$ cat src/lease_pkg.sv
/* lease cache package
   sizes, config address map and shared enums for the lease replacement controller */
package lease_pkg;

	// cache and table geometry
	localparam int CACHE_LINES = 8;
	localparam int LINE_AW     = 3;   // line index width
	localparam int LLT_ENTRIES = 8;
	localparam int LLT_AW      = 3;   // entry index width

	// field widths
	localparam int LEASE_W = 8;
	localparam int PROB_W  = 9;       // 256 -> always lease0, 0 -> always lease1
	localparam int REF_AW  = 16;      // reference word address

	// --------------------------------------------------
	// axi4-lite config side
	localparam int AXI_AW = 8;
	localparam int AXI_DW = 32;
	localparam logic [AXI_AW-1:0] CFG_DEFAULT_ADDR = 8'h80;
	localparam logic [1:0] AXI_RESP_OKAY = 2'b00;
	localparam int LLT_FLD_LSB = 5;   // addr[6:5] selects the field
	localparam int LLT_IDX_LSB = 2;   // addr[4:2] selects the entry

	localparam logic [8:0] LFSR_SEED = 9'h155;

	// table field select, ref write also marks the entry valid
	typedef enum logic [1:0] {FLD_REF, FLD_LEASE0, FLD_LEASE1, FLD_PROB} llt_field_e;

	typedef enum logic [0:0] {ST_IDLE, ST_GEN_ADDR} ctrl_state_e;

endpackage
$ cat src/lease_table_if.sv
/* lease table interface
   table write port from the config side and the lookup results */
`timescale 1ns/1ps

interface lease_table_if;

	// write group
	logic                           wr_en;
	lease_pkg::llt_field_e          wr_field;
	logic [lease_pkg::LLT_AW-1:0]   wr_index;
	logic [lease_pkg::REF_AW-1:0]   wr_data;     // widest field is the ref address

	// lookup group
	logic [lease_pkg::REF_AW-1:0]   search_addr;
	logic                           llt_hit;
	logic [lease_pkg::LEASE_W-1:0]  lease0, lease1;
	logic [lease_pkg::PROB_W-1:0]   prob;

	modport cfg    (output wr_en, wr_field, wr_index, wr_data);
	modport lookup (input wr_en, wr_field, wr_index, wr_data, search_addr,
		output llt_hit, lease0, lease1, prob);
	modport sel    (input lease0, lease1, prob);
	modport ctrl   (output search_addr, input llt_hit);

endinterface

$ cat src/lease_cache_top.sv
/* lease cache replacement top
   axi4-lite config slave, lease table, lease selector and replacement controller */
`timescale 1ns/1ps

module lease_cache_top (
	input  logic                            clock_i,
	input  logic                            resetn_i,
	// axi4-lite config slave
	input  logic [lease_pkg::AXI_AW-1:0]    s_awaddr_i,
	input  logic                            s_awvalid_i,
	output logic                            s_awready_o,
	input  logic [lease_pkg::AXI_DW-1:0]    s_wdata_i,
	input  logic                            s_wvalid_i,
	output logic                            s_wready_o,
	output logic [1:0]                      s_bresp_o,
	output logic                            s_bvalid_o,
	input  logic                            s_bready_i,
	input  logic [lease_pkg::AXI_AW-1:0]    s_araddr_i,
	input  logic                            s_arvalid_i,
	output logic                            s_arready_o,
	output logic [lease_pkg::AXI_DW-1:0]    s_rdata_o,
	output logic [1:0]                      s_rresp_o,
	output logic                            s_rvalid_o,
	input  logic                            s_rready_i,
	// cache controller side
	input  logic                            hit_i,
	input  logic                            miss_i,
	input  logic [lease_pkg::REF_AW-1:0]    ref_addr_i,
	input  logic [lease_pkg::LINE_AW-1:0]   line_i,
	output logic                            done_o,
	output logic [lease_pkg::LINE_AW-1:0]   addr_o,
	output logic                            swap_o,
	output logic                            expired_o,
	output logic                            expired_multi_o,
	output logic                            default_o
);

	logic [lease_pkg::LEASE_W-1:0] default_lease, chosen_lease;
	logic step_en;

	lease_table_if tbl ();

	// --------------------------------------------------
	lease_cfg_axil i_lease_cfg_axil (
		.clock_i, .resetn_i,
		.s_awaddr_i, .s_awvalid_i, .s_awready_o,
		.s_wdata_i, .s_wvalid_i, .s_wready_o,
		.s_bresp_o, .s_bvalid_o, .s_bready_i,
		.s_araddr_i, .s_arvalid_i, .s_arready_o,
		.s_rdata_o, .s_rresp_o, .s_rvalid_o, .s_rready_i,
		.tbl             (tbl),
		.default_lease_o (default_lease)
	);

	lease_lookup_table i_lease_lookup_table (
		.clock_i, .resetn_i,
		.tbl (tbl)
	);

	lease_prob_select i_lease_prob_select (
		.clock_i, .resetn_i,
		.step_en_i      (step_en),
		.tbl            (tbl),
		.chosen_lease_o (chosen_lease)
	);

	lease_replace_ctrl i_lease_replace_ctrl (
		.clock_i, .resetn_i,
		.hit_i, .miss_i, .ref_addr_i, .line_i,
		.default_lease_i (default_lease),
		.chosen_lease_i  (chosen_lease),
		.step_en_o       (step_en),
		.tbl             (tbl),
		.done_o, .addr_o, .swap_o,
		.expired_o, .expired_multi_o, .default_o
	);

endmodule

$ cat src/lease_replace_ctrl.sv
/* lease replacement controller
   per line lease countdown, renewal on hit and miss, victim line selection */
`timescale 1ns/1ps

module lease_replace_ctrl (
	input  logic                           clock_i,
	input  logic                           resetn_i,
	input  logic                           hit_i,
	input  logic                           miss_i,
	input  logic [lease_pkg::REF_AW-1:0]   ref_addr_i,
	input  logic [lease_pkg::LINE_AW-1:0]  line_i,
	input  logic [lease_pkg::LEASE_W-1:0]  default_lease_i,
	input  logic [lease_pkg::LEASE_W-1:0]  chosen_lease_i,
	output logic                           step_en_o,
	lease_table_if.ctrl                    tbl,
	output logic                           done_o,
	output logic [lease_pkg::LINE_AW-1:0]  addr_o,
	output logic                           swap_o,
	output logic                           expired_o,
	output logic                           expired_multi_o,
	output logic                           default_o
);

	lease_pkg::ctrl_state_e state_q;
	logic [lease_pkg::LEASE_W-1:0] lease_q [lease_pkg::CACHE_LINES];   // one per line
	logic [lease_pkg::LEASE_W-1:0] saved_lease_q, sel_lease;
	logic miss_followup_q, miss_default_q;
	logic [lease_pkg::CACHE_LINES-1:0] zero_lines;
	logic [lease_pkg::LINE_AW-1:0] low_idx, high_idx;
	logic [8:0] lfsr_q;   // backup victim source

	assign tbl.search_addr = ref_addr_i;
	assign step_en_o = (state_q == lease_pkg::ST_IDLE) & (hit_i | miss_i);
	assign sel_lease = tbl.llt_hit ? chosen_lease_i : default_lease_i;   // default on table miss

	// --------------------------------------------------
	// expired lines and both priority encoders
	always_comb begin
		low_idx  = '0;
		high_idx = '0;
		for (int i = 0; i < lease_pkg::CACHE_LINES; i++)
			zero_lines[i] = (lease_q[i] == '0);
		for (int i = lease_pkg::CACHE_LINES - 1; i >= 0; i--)
			if (zero_lines[i]) low_idx = i[lease_pkg::LINE_AW-1:0];
		for (int i = 0; i < lease_pkg::CACHE_LINES; i++)
			if (zero_lines[i]) high_idx = i[lease_pkg::LINE_AW-1:0];
	end

	// --------------------------------------------------
	// control sequence
	always_ff @(posedge clock_i) begin
		if (!resetn_i) begin
			state_q         <= lease_pkg::ST_IDLE;
			done_o          <= 1'b0;
			swap_o          <= 1'b0;
			expired_o       <= 1'b0;
			expired_multi_o <= 1'b0;
			default_o       <= 1'b0;
			miss_followup_q <= 1'b0;
			miss_default_q  <= 1'b0;
			lfsr_q          <= lease_pkg::LFSR_SEED;
			for (int i = 0; i < lease_pkg::CACHE_LINES; i++)
				lease_q[i] <= '0;
		end else begin
			// result strobes are single cycle
			done_o          <= 1'b0;
			swap_o          <= 1'b0;
			expired_o       <= 1'b0;
			expired_multi_o <= 1'b0;
			default_o       <= 1'b0;
			case (state_q)
				lease_pkg::ST_IDLE: begin
					if (hit_i) begin
						if (miss_followup_q) begin
							miss_followup_q <= 1'b0;   // countdown already done on the miss
							lease_q[line_i] <= saved_lease_q;
						end else begin
							for (int i = 0; i < lease_pkg::CACHE_LINES; i++)
								if (!zero_lines[i]) lease_q[i] <= lease_q[i] - 1'b1;
							lease_q[line_i] <= sel_lease;   // renewal overrides the decrement
							default_o       <= ~tbl.llt_hit;
						end
					end else if (miss_i) begin
						for (int i = 0; i < lease_pkg::CACHE_LINES; i++)
							if (!zero_lines[i]) lease_q[i] <= lease_q[i] - 1'b1;
						if (sel_lease != '0) begin
							// line needs allocating so the victim is picked next cycle
							state_q         <= lease_pkg::ST_GEN_ADDR;
							miss_followup_q <= 1'b1;
							saved_lease_q   <= sel_lease;
							miss_default_q  <= ~tbl.llt_hit;
						end else begin
							done_o    <= 1'b1;   // zero lease is serviced without allocation
							default_o <= ~tbl.llt_hit;
						end
					end
				end
				lease_pkg::ST_GEN_ADDR: begin
					state_q   <= lease_pkg::ST_IDLE;
					done_o    <= 1'b1;
					swap_o    <= 1'b1;
					default_o <= miss_default_q;
					if (|zero_lines) begin
						addr_o          <= low_idx;
						expired_o       <= 1'b1;
						expired_multi_o <= (low_idx != high_idx);
					end else begin
						// nothing expired so the backup lfsr picks the victim
						addr_o <= lfsr_q[lease_pkg::LINE_AW-1:0];
						lfsr_q <= {lfsr_q[7:0], lfsr_q[8] ^ lfsr_q[4]};
					end
				end
				default: state_q <= lease_pkg::ST_IDLE;
			endcase
		end
	end

endmodule

$ cat src/lease_prob_select.sv
/* lease probability selector
   9 bit lfsr against the stored probability picks lease0 or lease1 */
`timescale 1ns/1ps

module lease_prob_select (
	input  logic                           clock_i,
	input  logic                           resetn_i,
	input  logic                           step_en_i,
	lease_table_if.sel                     tbl,
	output logic [lease_pkg::LEASE_W-1:0]  chosen_lease_o
);

	logic [8:0] lfsr_q;
	logic       feedback;

	// fibonacci, taps 9 and 5
	assign feedback = lfsr_q[8] ^ lfsr_q[4];

	always_ff @(posedge clock_i) begin
		if (!resetn_i)
			lfsr_q <= lease_pkg::LFSR_SEED;
		else if (step_en_i)
			lfsr_q <= {lfsr_q[7:0], feedback};   // one step per hit or miss
	end

	// low 8 bits span 0..255, so prob 256 is always lease0 and 0 never is
	always_comb begin
		if ({1'b0, lfsr_q[lease_pkg::PROB_W-2:0]} < tbl.prob)
			chosen_lease_o = tbl.lease0;
		else
			chosen_lease_o = tbl.lease1;
	end

endmodule

$ cat src/lease_lookup_table.sv
/* lease lookup table
   entries keyed by reference address, searched in parallel each cycle */
`timescale 1ns/1ps

module lease_lookup_table (
	input  logic           clock_i,
	input  logic           resetn_i,
	lease_table_if.lookup  tbl
);

	logic [lease_pkg::REF_AW-1:0]  ref_q    [lease_pkg::LLT_ENTRIES];
	logic [lease_pkg::LEASE_W-1:0] lease0_q [lease_pkg::LLT_ENTRIES];
	logic [lease_pkg::LEASE_W-1:0] lease1_q [lease_pkg::LLT_ENTRIES];
	logic [lease_pkg::PROB_W-1:0]  prob_q   [lease_pkg::LLT_ENTRIES];
	logic [lease_pkg::LLT_ENTRIES-1:0] valid_q;

	// --------------------------------------------------
	// entry valid bits are set by a ref field write
	always_ff @(posedge clock_i) begin
		if (!resetn_i)
			valid_q <= '0;
		else if (tbl.wr_en && tbl.wr_field == lease_pkg::FLD_REF)
			valid_q[tbl.wr_index] <= 1'b1;
	end

	// field storage
	always_ff @(posedge clock_i) begin
		if (tbl.wr_en) begin
			case (tbl.wr_field)
				lease_pkg::FLD_REF:    ref_q[tbl.wr_index]    <= tbl.wr_data;
				lease_pkg::FLD_LEASE0: lease0_q[tbl.wr_index] <= tbl.wr_data[lease_pkg::LEASE_W-1:0];
				lease_pkg::FLD_LEASE1: lease1_q[tbl.wr_index] <= tbl.wr_data[lease_pkg::LEASE_W-1:0];
				default:               prob_q[tbl.wr_index]   <= tbl.wr_data[lease_pkg::PROB_W-1:0];
			endcase
		end
	end

	// --------------------------------------------------
	// search scans top down so the lowest match lands last
	always_comb begin
		tbl.llt_hit = 1'b0;
		tbl.lease0  = '0;   // zero on no match
		tbl.lease1  = '0;
		tbl.prob    = '0;
		for (int i = lease_pkg::LLT_ENTRIES - 1; i >= 0; i--) begin
			if (valid_q[i] && ref_q[i] == tbl.search_addr) begin
				tbl.llt_hit = 1'b1;
				tbl.lease0  = lease0_q[i];
				tbl.lease1  = lease1_q[i];
				tbl.prob    = prob_q[i];
			end
		end
	end

endmodule

$ cat src/lease_cfg_axil.sv
/* lease config slave
   axi4-lite writes to the lease table and default lease, default lease readback */
`timescale 1ns/1ps

module lease_cfg_axil (
	input  logic                            clock_i,
	input  logic                            resetn_i,
	input  logic [lease_pkg::AXI_AW-1:0]    s_awaddr_i,
	input  logic                            s_awvalid_i,
	output logic                            s_awready_o,
	input  logic [lease_pkg::AXI_DW-1:0]    s_wdata_i,
	input  logic                            s_wvalid_i,
	output logic                            s_wready_o,
	output logic [1:0]                      s_bresp_o,
	output logic                            s_bvalid_o,
	input  logic                            s_bready_i,
	input  logic [lease_pkg::AXI_AW-1:0]    s_araddr_i,
	input  logic                            s_arvalid_i,
	output logic                            s_arready_o,
	output logic [lease_pkg::AXI_DW-1:0]    s_rdata_o,
	output logic [1:0]                      s_rresp_o,
	output logic                            s_rvalid_o,
	input  logic                            s_rready_i,
	lease_table_if.cfg                      tbl,
	output logic [lease_pkg::LEASE_W-1:0]   default_lease_o
);

	logic wr_accept, rd_accept;
	logic bvalid_q, rvalid_q;
	logic [lease_pkg::AXI_DW-1:0] rdata_q;
	logic [lease_pkg::LEASE_W-1:0] default_lease_q;

	// --------------------------------------------------
	// write channel, aw and w taken together
	assign wr_accept   = s_awvalid_i & s_wvalid_i & ~bvalid_q;   // blocked while resp pending
	assign s_awready_o = wr_accept;
	assign s_wready_o  = wr_accept;
	assign s_bvalid_o  = bvalid_q;
	assign s_bresp_o   = lease_pkg::AXI_RESP_OKAY;

	// low half of the map goes to the table
	assign tbl.wr_en    = wr_accept & (s_awaddr_i < lease_pkg::CFG_DEFAULT_ADDR);
	assign tbl.wr_field = lease_pkg::llt_field_e'(s_awaddr_i[lease_pkg::LLT_FLD_LSB +: 2]);
	assign tbl.wr_index = s_awaddr_i[lease_pkg::LLT_IDX_LSB +: lease_pkg::LLT_AW];
	assign tbl.wr_data  = s_wdata_i[lease_pkg::REF_AW-1:0];

	always_ff @(posedge clock_i) begin
		if (!resetn_i) begin
			bvalid_q        <= 1'b0;
			default_lease_q <= '0;
		end else begin
			if (wr_accept)
				bvalid_q <= 1'b1;
			else if (s_bready_i)
				bvalid_q <= 1'b0;   // drop once the master takes it
			if (wr_accept && s_awaddr_i == lease_pkg::CFG_DEFAULT_ADDR)
				default_lease_q <= s_wdata_i[lease_pkg::LEASE_W-1:0];
		end
	end

	assign default_lease_o = default_lease_q;

	// --------------------------------------------------
	// read channel, only the default lease reads back
	assign rd_accept   = s_arvalid_i & ~rvalid_q;
	assign s_arready_o = rd_accept;
	assign s_rvalid_o  = rvalid_q;
	assign s_rdata_o   = rdata_q;
	assign s_rresp_o   = lease_pkg::AXI_RESP_OKAY;

	always_ff @(posedge clock_i) begin
		if (!resetn_i)
			rvalid_q <= 1'b0;
		else if (rd_accept)
			rvalid_q <= 1'b1;
		else if (s_rready_i)
			rvalid_q <= 1'b0;
	end

	// read data, zero outside the default lease address
	always_ff @(posedge clock_i) begin
		if (rd_accept)
			rdata_q <= (s_araddr_i == lease_pkg::CFG_DEFAULT_ADDR) ?
				lease_pkg::AXI_DW'(default_lease_q) : '0;
	end

endmodule

$ cat config.mk
export PLATFORM = sky130hd
export DESIGN_NAME = lease_cache_top
export DESIGN_NICKNAME = d
export VERILOG_FILES = /design/src/lease_pkg.sv /design/src/lease_table_if.sv /design/src/lease_cache_top.sv /design/src/lease_replace_ctrl.sv /design/src/lease_prob_select.sv /design/src/lease_lookup_table.sv /design/src/lease_cfg_axil.sv
export SDC_FILE = /design/constraint.sdc
export NUM_CORES = 1
export LEC_CHECK = 0
export ABC_AREA = 0
export BUFFER_PORTS_ARGS = -buffer_cell sky130_fd_sc_hd__buf_2
export CORE_ASPECT_RATIO = 0.9
export CORE_MARGIN = 2
export CORE_UTILIZATION = 35
export CTS_CLUSTER_DIAMETER = 80
export CTS_CLUSTER_SIZE = 16
export DETAILED_ROUTE_END_ITERATION = 7
export GPL_ROUTABILITY_DRIVEN = 0
export GPL_TIMING_DRIVEN = 0
export PLACE_DENSITY_LB_ADDON = 0.12
export SETUP_SLACK_MARGIN = 0.05
export SYNTH_ARGS = -nofsm -noshare
export SYNTH_HDL_FRONTEND = slang
export SYNTH_HIERARCHICAL = 1
export SYNTH_SLANG_ARGS = --single-unit
$ cat constraint.sdc
create_clock -name clock_i -period 6.7 [get_ports clock_i]
set_input_delay 1.34 -clock clock_i [delete_from_list [all_inputs] [get_ports clock_i]]
set_output_delay 1.34 -clock clock_i [all_outputs]
set_load 0.02 [all_outputs]
==> run metrics <==
status=finished, final reports clean; Worst Max-Slew Pin Slew=1010 ps; Yosys reg bits=455; post-route clock period utilization=95.9%; hold depth=2; critical path arrival=6920 ps; Syn Std Cell Area=0.0206 mm²; crit path launch type=input pin; Initial Util=35.3%; Endpoint, Worst Hold=i_lease_replace_ctrl/default_o; area grow syn2layout=12.9%; cts hold-fix bufs=0; vias in the first global route=12,244; max-slew violations=0; Avg Inst Size Synth=13.4 µm²; CTS Buf Count=36; Buf+Inv Stages, Crit Path=6; R2R depth=22; Max Clk Rate=0.156 GHz; Hold Vio Cnt, Final=0; slowest stage delay, CP=660 ps; Via density=5.11; post-synthesis cell count=1,533; chip width=259 µm; setup violators final=0; clock skew=34.8 ps; WS Path Type=in -> reg; Synth area leader=edfxtp_1; Syn. warnings=6; CTS root buffer=clkbuf_16; Leak=7.69 nW; Critical Path RT=7200 ps; ANT nets after route=0; CTS sink cnt=455; total global-route track usage=17.5%; top-area cell type share of the netlist area=60.0%; first-pass GRT wire length=78,600 µm; delay-heaviest family, CP=simple AND/OR/NAND/NOR gates; clock-pin transition on the worst setup and hold timing paths=70 ps; drt initial violations=833; Reg2Reg Setup Slack=940 ps; hpwl dp=35,900 µm; Async S/R FF share, synth=0%; layout cell share with drive strength beyond 1=16.7%; via count=12,580; Wirelength per Cell=21.7 µm; post-synthesis sequential area ratio=64.3%; HP Start=i_lease_replace_ctrl/miss_default_q; post-route design area=0.0232 mm²; Post-synth EDFFs=411; largest net degree at the start of global routing=33; Max-cap violations=0; Reg-to-Reg End=i_lease_replace_ctrl/default_o; power density over the cells=261 mW/mm²; num rows=84; die span in y=234 µm; # DRC=0; initial antenna violation count=0; # nets final=1,755; post-synth cell types=79; IO Port Bufs=56; total gr overflow=0; placed cell areas=0.0220 mm²; critical path fanouts, max=10; CTS tree=built; clock latency on the worst-skew pair=570 ps; HP Class=reg -> reg; top_reg_cell synth=edfxtp_1; I/O pin count=125; detailed-route wire length=53,400 µm; CORE AREA=0.0582 mm²; unrepaired setup endpoints after global routing=no; critical path, cell by cell=buf_4 -> buf_2 -> xor2_1 -> nor4_1 -> nand4_1 -> nor4_2 -> buf_4 -> clkbuf_4 -> mux2i_1 -> a311o_1 -> a21oi_1 -> inv_1 -> ha_1 -> a211oi_2 -> o32ai_2 -> a21oi_4 -> buf_12 -> mux2_2 -> or4b_2 -> o22a_1 -> nor2_4 -> and3_1 -> o21ai_1 -> a21oi_1; worst setup margin=276 ps; Die Footprint=0.0607 mm²; RR Startpoint=i_lease_lookup_table/ref_q[4][12]; maximum clock path buffer count=3; Area contributors post-synth=edfxtp_1 (60%), xnor2_1 (6.1%), dfxtp_1 (4.3%); setup TNS=0 ps; first drt pass iteration count=5; Critical Path Sink Type=flop; pre-CTS setup slack=-1050 ps; Max H-tree Level=2; final worst path period need=6420 ps; Slowest cell on crit path=or4b_2; Peak VDD IR=149 µV; filler cell count=5,547; Slew HR=32.4%
cells by family after synthesis:
family,synth area share (%)
other cells,0.0182
mux,3.18
xor+xnor,7.53
compound gates,7.95
buf+inv,5.12
simple gates,10.8
fa+ha+maj,1.10
flops,64.3
where the power goes:
group          internal [mW]  leakage [nW]  switching (mW)
registers               3.21          4.16          0.0867
clock network           1.08         0.519            1.04
logic                  0.270          3.00           0.385
total                   4.56          7.69            1.51
state kept, by name, indices dropped and copies added (netlist names), 3 cells and up:
name and count:
i_lease_lookup_table/valid_q 8, i_lease_lookup_table/lease1_q 64, i_lease_lookup_table/prob_q 72, i_lease_replace_ctrl/addr_o 3, i_lease_lookup_table/ref_q 128, i_lease_prob_select/lfsr_q 9
i_lease_replace_ctrl/saved_lease_q 8, i_lease_cfg_axil/default_lease_o 8, i_lease_replace_ctrl/lfsr_q 9, i_lease_cfg_axil/s_rdata_o 8, i_lease_replace_ctrl/lease_q 64, i_lease_lookup_table/lease0_q 64
stage by stage:
stage	hold slack [ps]	utilization, %	power [mW]	cells
after global routing	460	39.9	6.30	2459
after floorplan	432	-	3.82	1560
after CTS	441	39.8	6.14	2460
after global placement	447	37.6	3.99	2390
final	448	39.9	6.07	2460
after detailed placement	444	37.8	4.00	2397
worst max path at each step:
stage,cells past startpoint,to,from
floorplan,22,i_lease_replace_ctrl/default_o,ref_addr_i[0]
global route,23,i_lease_replace_ctrl/miss_default_q,ref_addr_i[13]
CTS,21,i_lease_replace_ctrl/lease_q[1][4],ref_addr_i[4]
detailed placement,20,i_lease_replace_ctrl/saved_lease_q[5],ref_addr_i[13]
global placement,20,i_lease_replace_ctrl/saved_lease_q[6],ref_addr_i[13]
finish,24,i_lease_replace_ctrl/default_o,ref_addr_i[13]
Yosys cell counts, types with 13 or more instances:
cell and n:
a221oi_1 24, nand4_1 33, ha_1 18, nand2_1 108, clkbuf_1 27, or3_1 48, buf_2 20, a311o_1 24
a21oi_1 39, o22ai_1 77, edfxtp_1 411, mux2_2 15, xnor2_1 144, inv_1 34, nor2_1 94, o31ai_1 13
nor3_1 18, nand3_1 27, nor4_1 15, xor2_1 31, o21ai_0 14, buf_4 69, dfxtp_1 44, mux2i_1 47
metal layers:
metal | up-vias | share of wire (%) | track usage [%]
met1 | 6330 | 49 | 26.0
met4 | 0 | 1.6 | 4.35
li1 | 5919 | - | -
met2 | 285 | 45 | 27.1
met5 | - | 0 | 0
met3 | 46 | 4.3 | 2.49
layout by cell type (no fill, tap or decap), types with 28 or more instances in the layout:
| master | netlist | routed |
|---|---|---|
| dfxtp_1 | 44 | 44 |
| or3_1 | 48 | 48 |
| nand4_1 | 33 | 33 |
| conb_1 | 1 | 28 |
| buf_2 | 20 | 76 |
| clkbuf_16 | 0 | 37 |
| clkbuf_1 | 27 | 38 |
| xor2_1 | 31 | 31 |
| buf_4 | 69 | 70 |
| a21oi_1 | 39 | 39 |
| o22ai_1 | 77 | 77 |
| nor2_1 | 94 | 84 |
| inv_1 | 34 | 34 |
| edfxtp_1 | 411 | 411 |
| nand2_1 | 108 | 107 |
| xnor2_1 | 144 | 144 |
| mux2i_1 | 47 | 39 |
tightest hold or removal path: stages, from the launching register on:
cell     delay, ps
dfxtp_1        310
nand2_1         50
a21oi_1         50
cell type report:
type                    instances  area [µm²]  area share, %
repair buffers                 65         413           1.78
flip-flops and latches        455       13200           57.0
multi-input cells             933        6470           27.9
clock inverters                 8        92.6          0.399
well taps                     774         968           4.17
plain buffers                 134         916           3.95
clock buffers                  54         990           4.26
diodes                          1        2.50         0.0108
inverters                      36         135          0.582
what timing repair did:
action,CTS,global route
setup endpoints to repair,77,74
gates resized for setup,12,10
buffers inserted,2,0
Note: power is estimated with default switching activity, not from simulation.
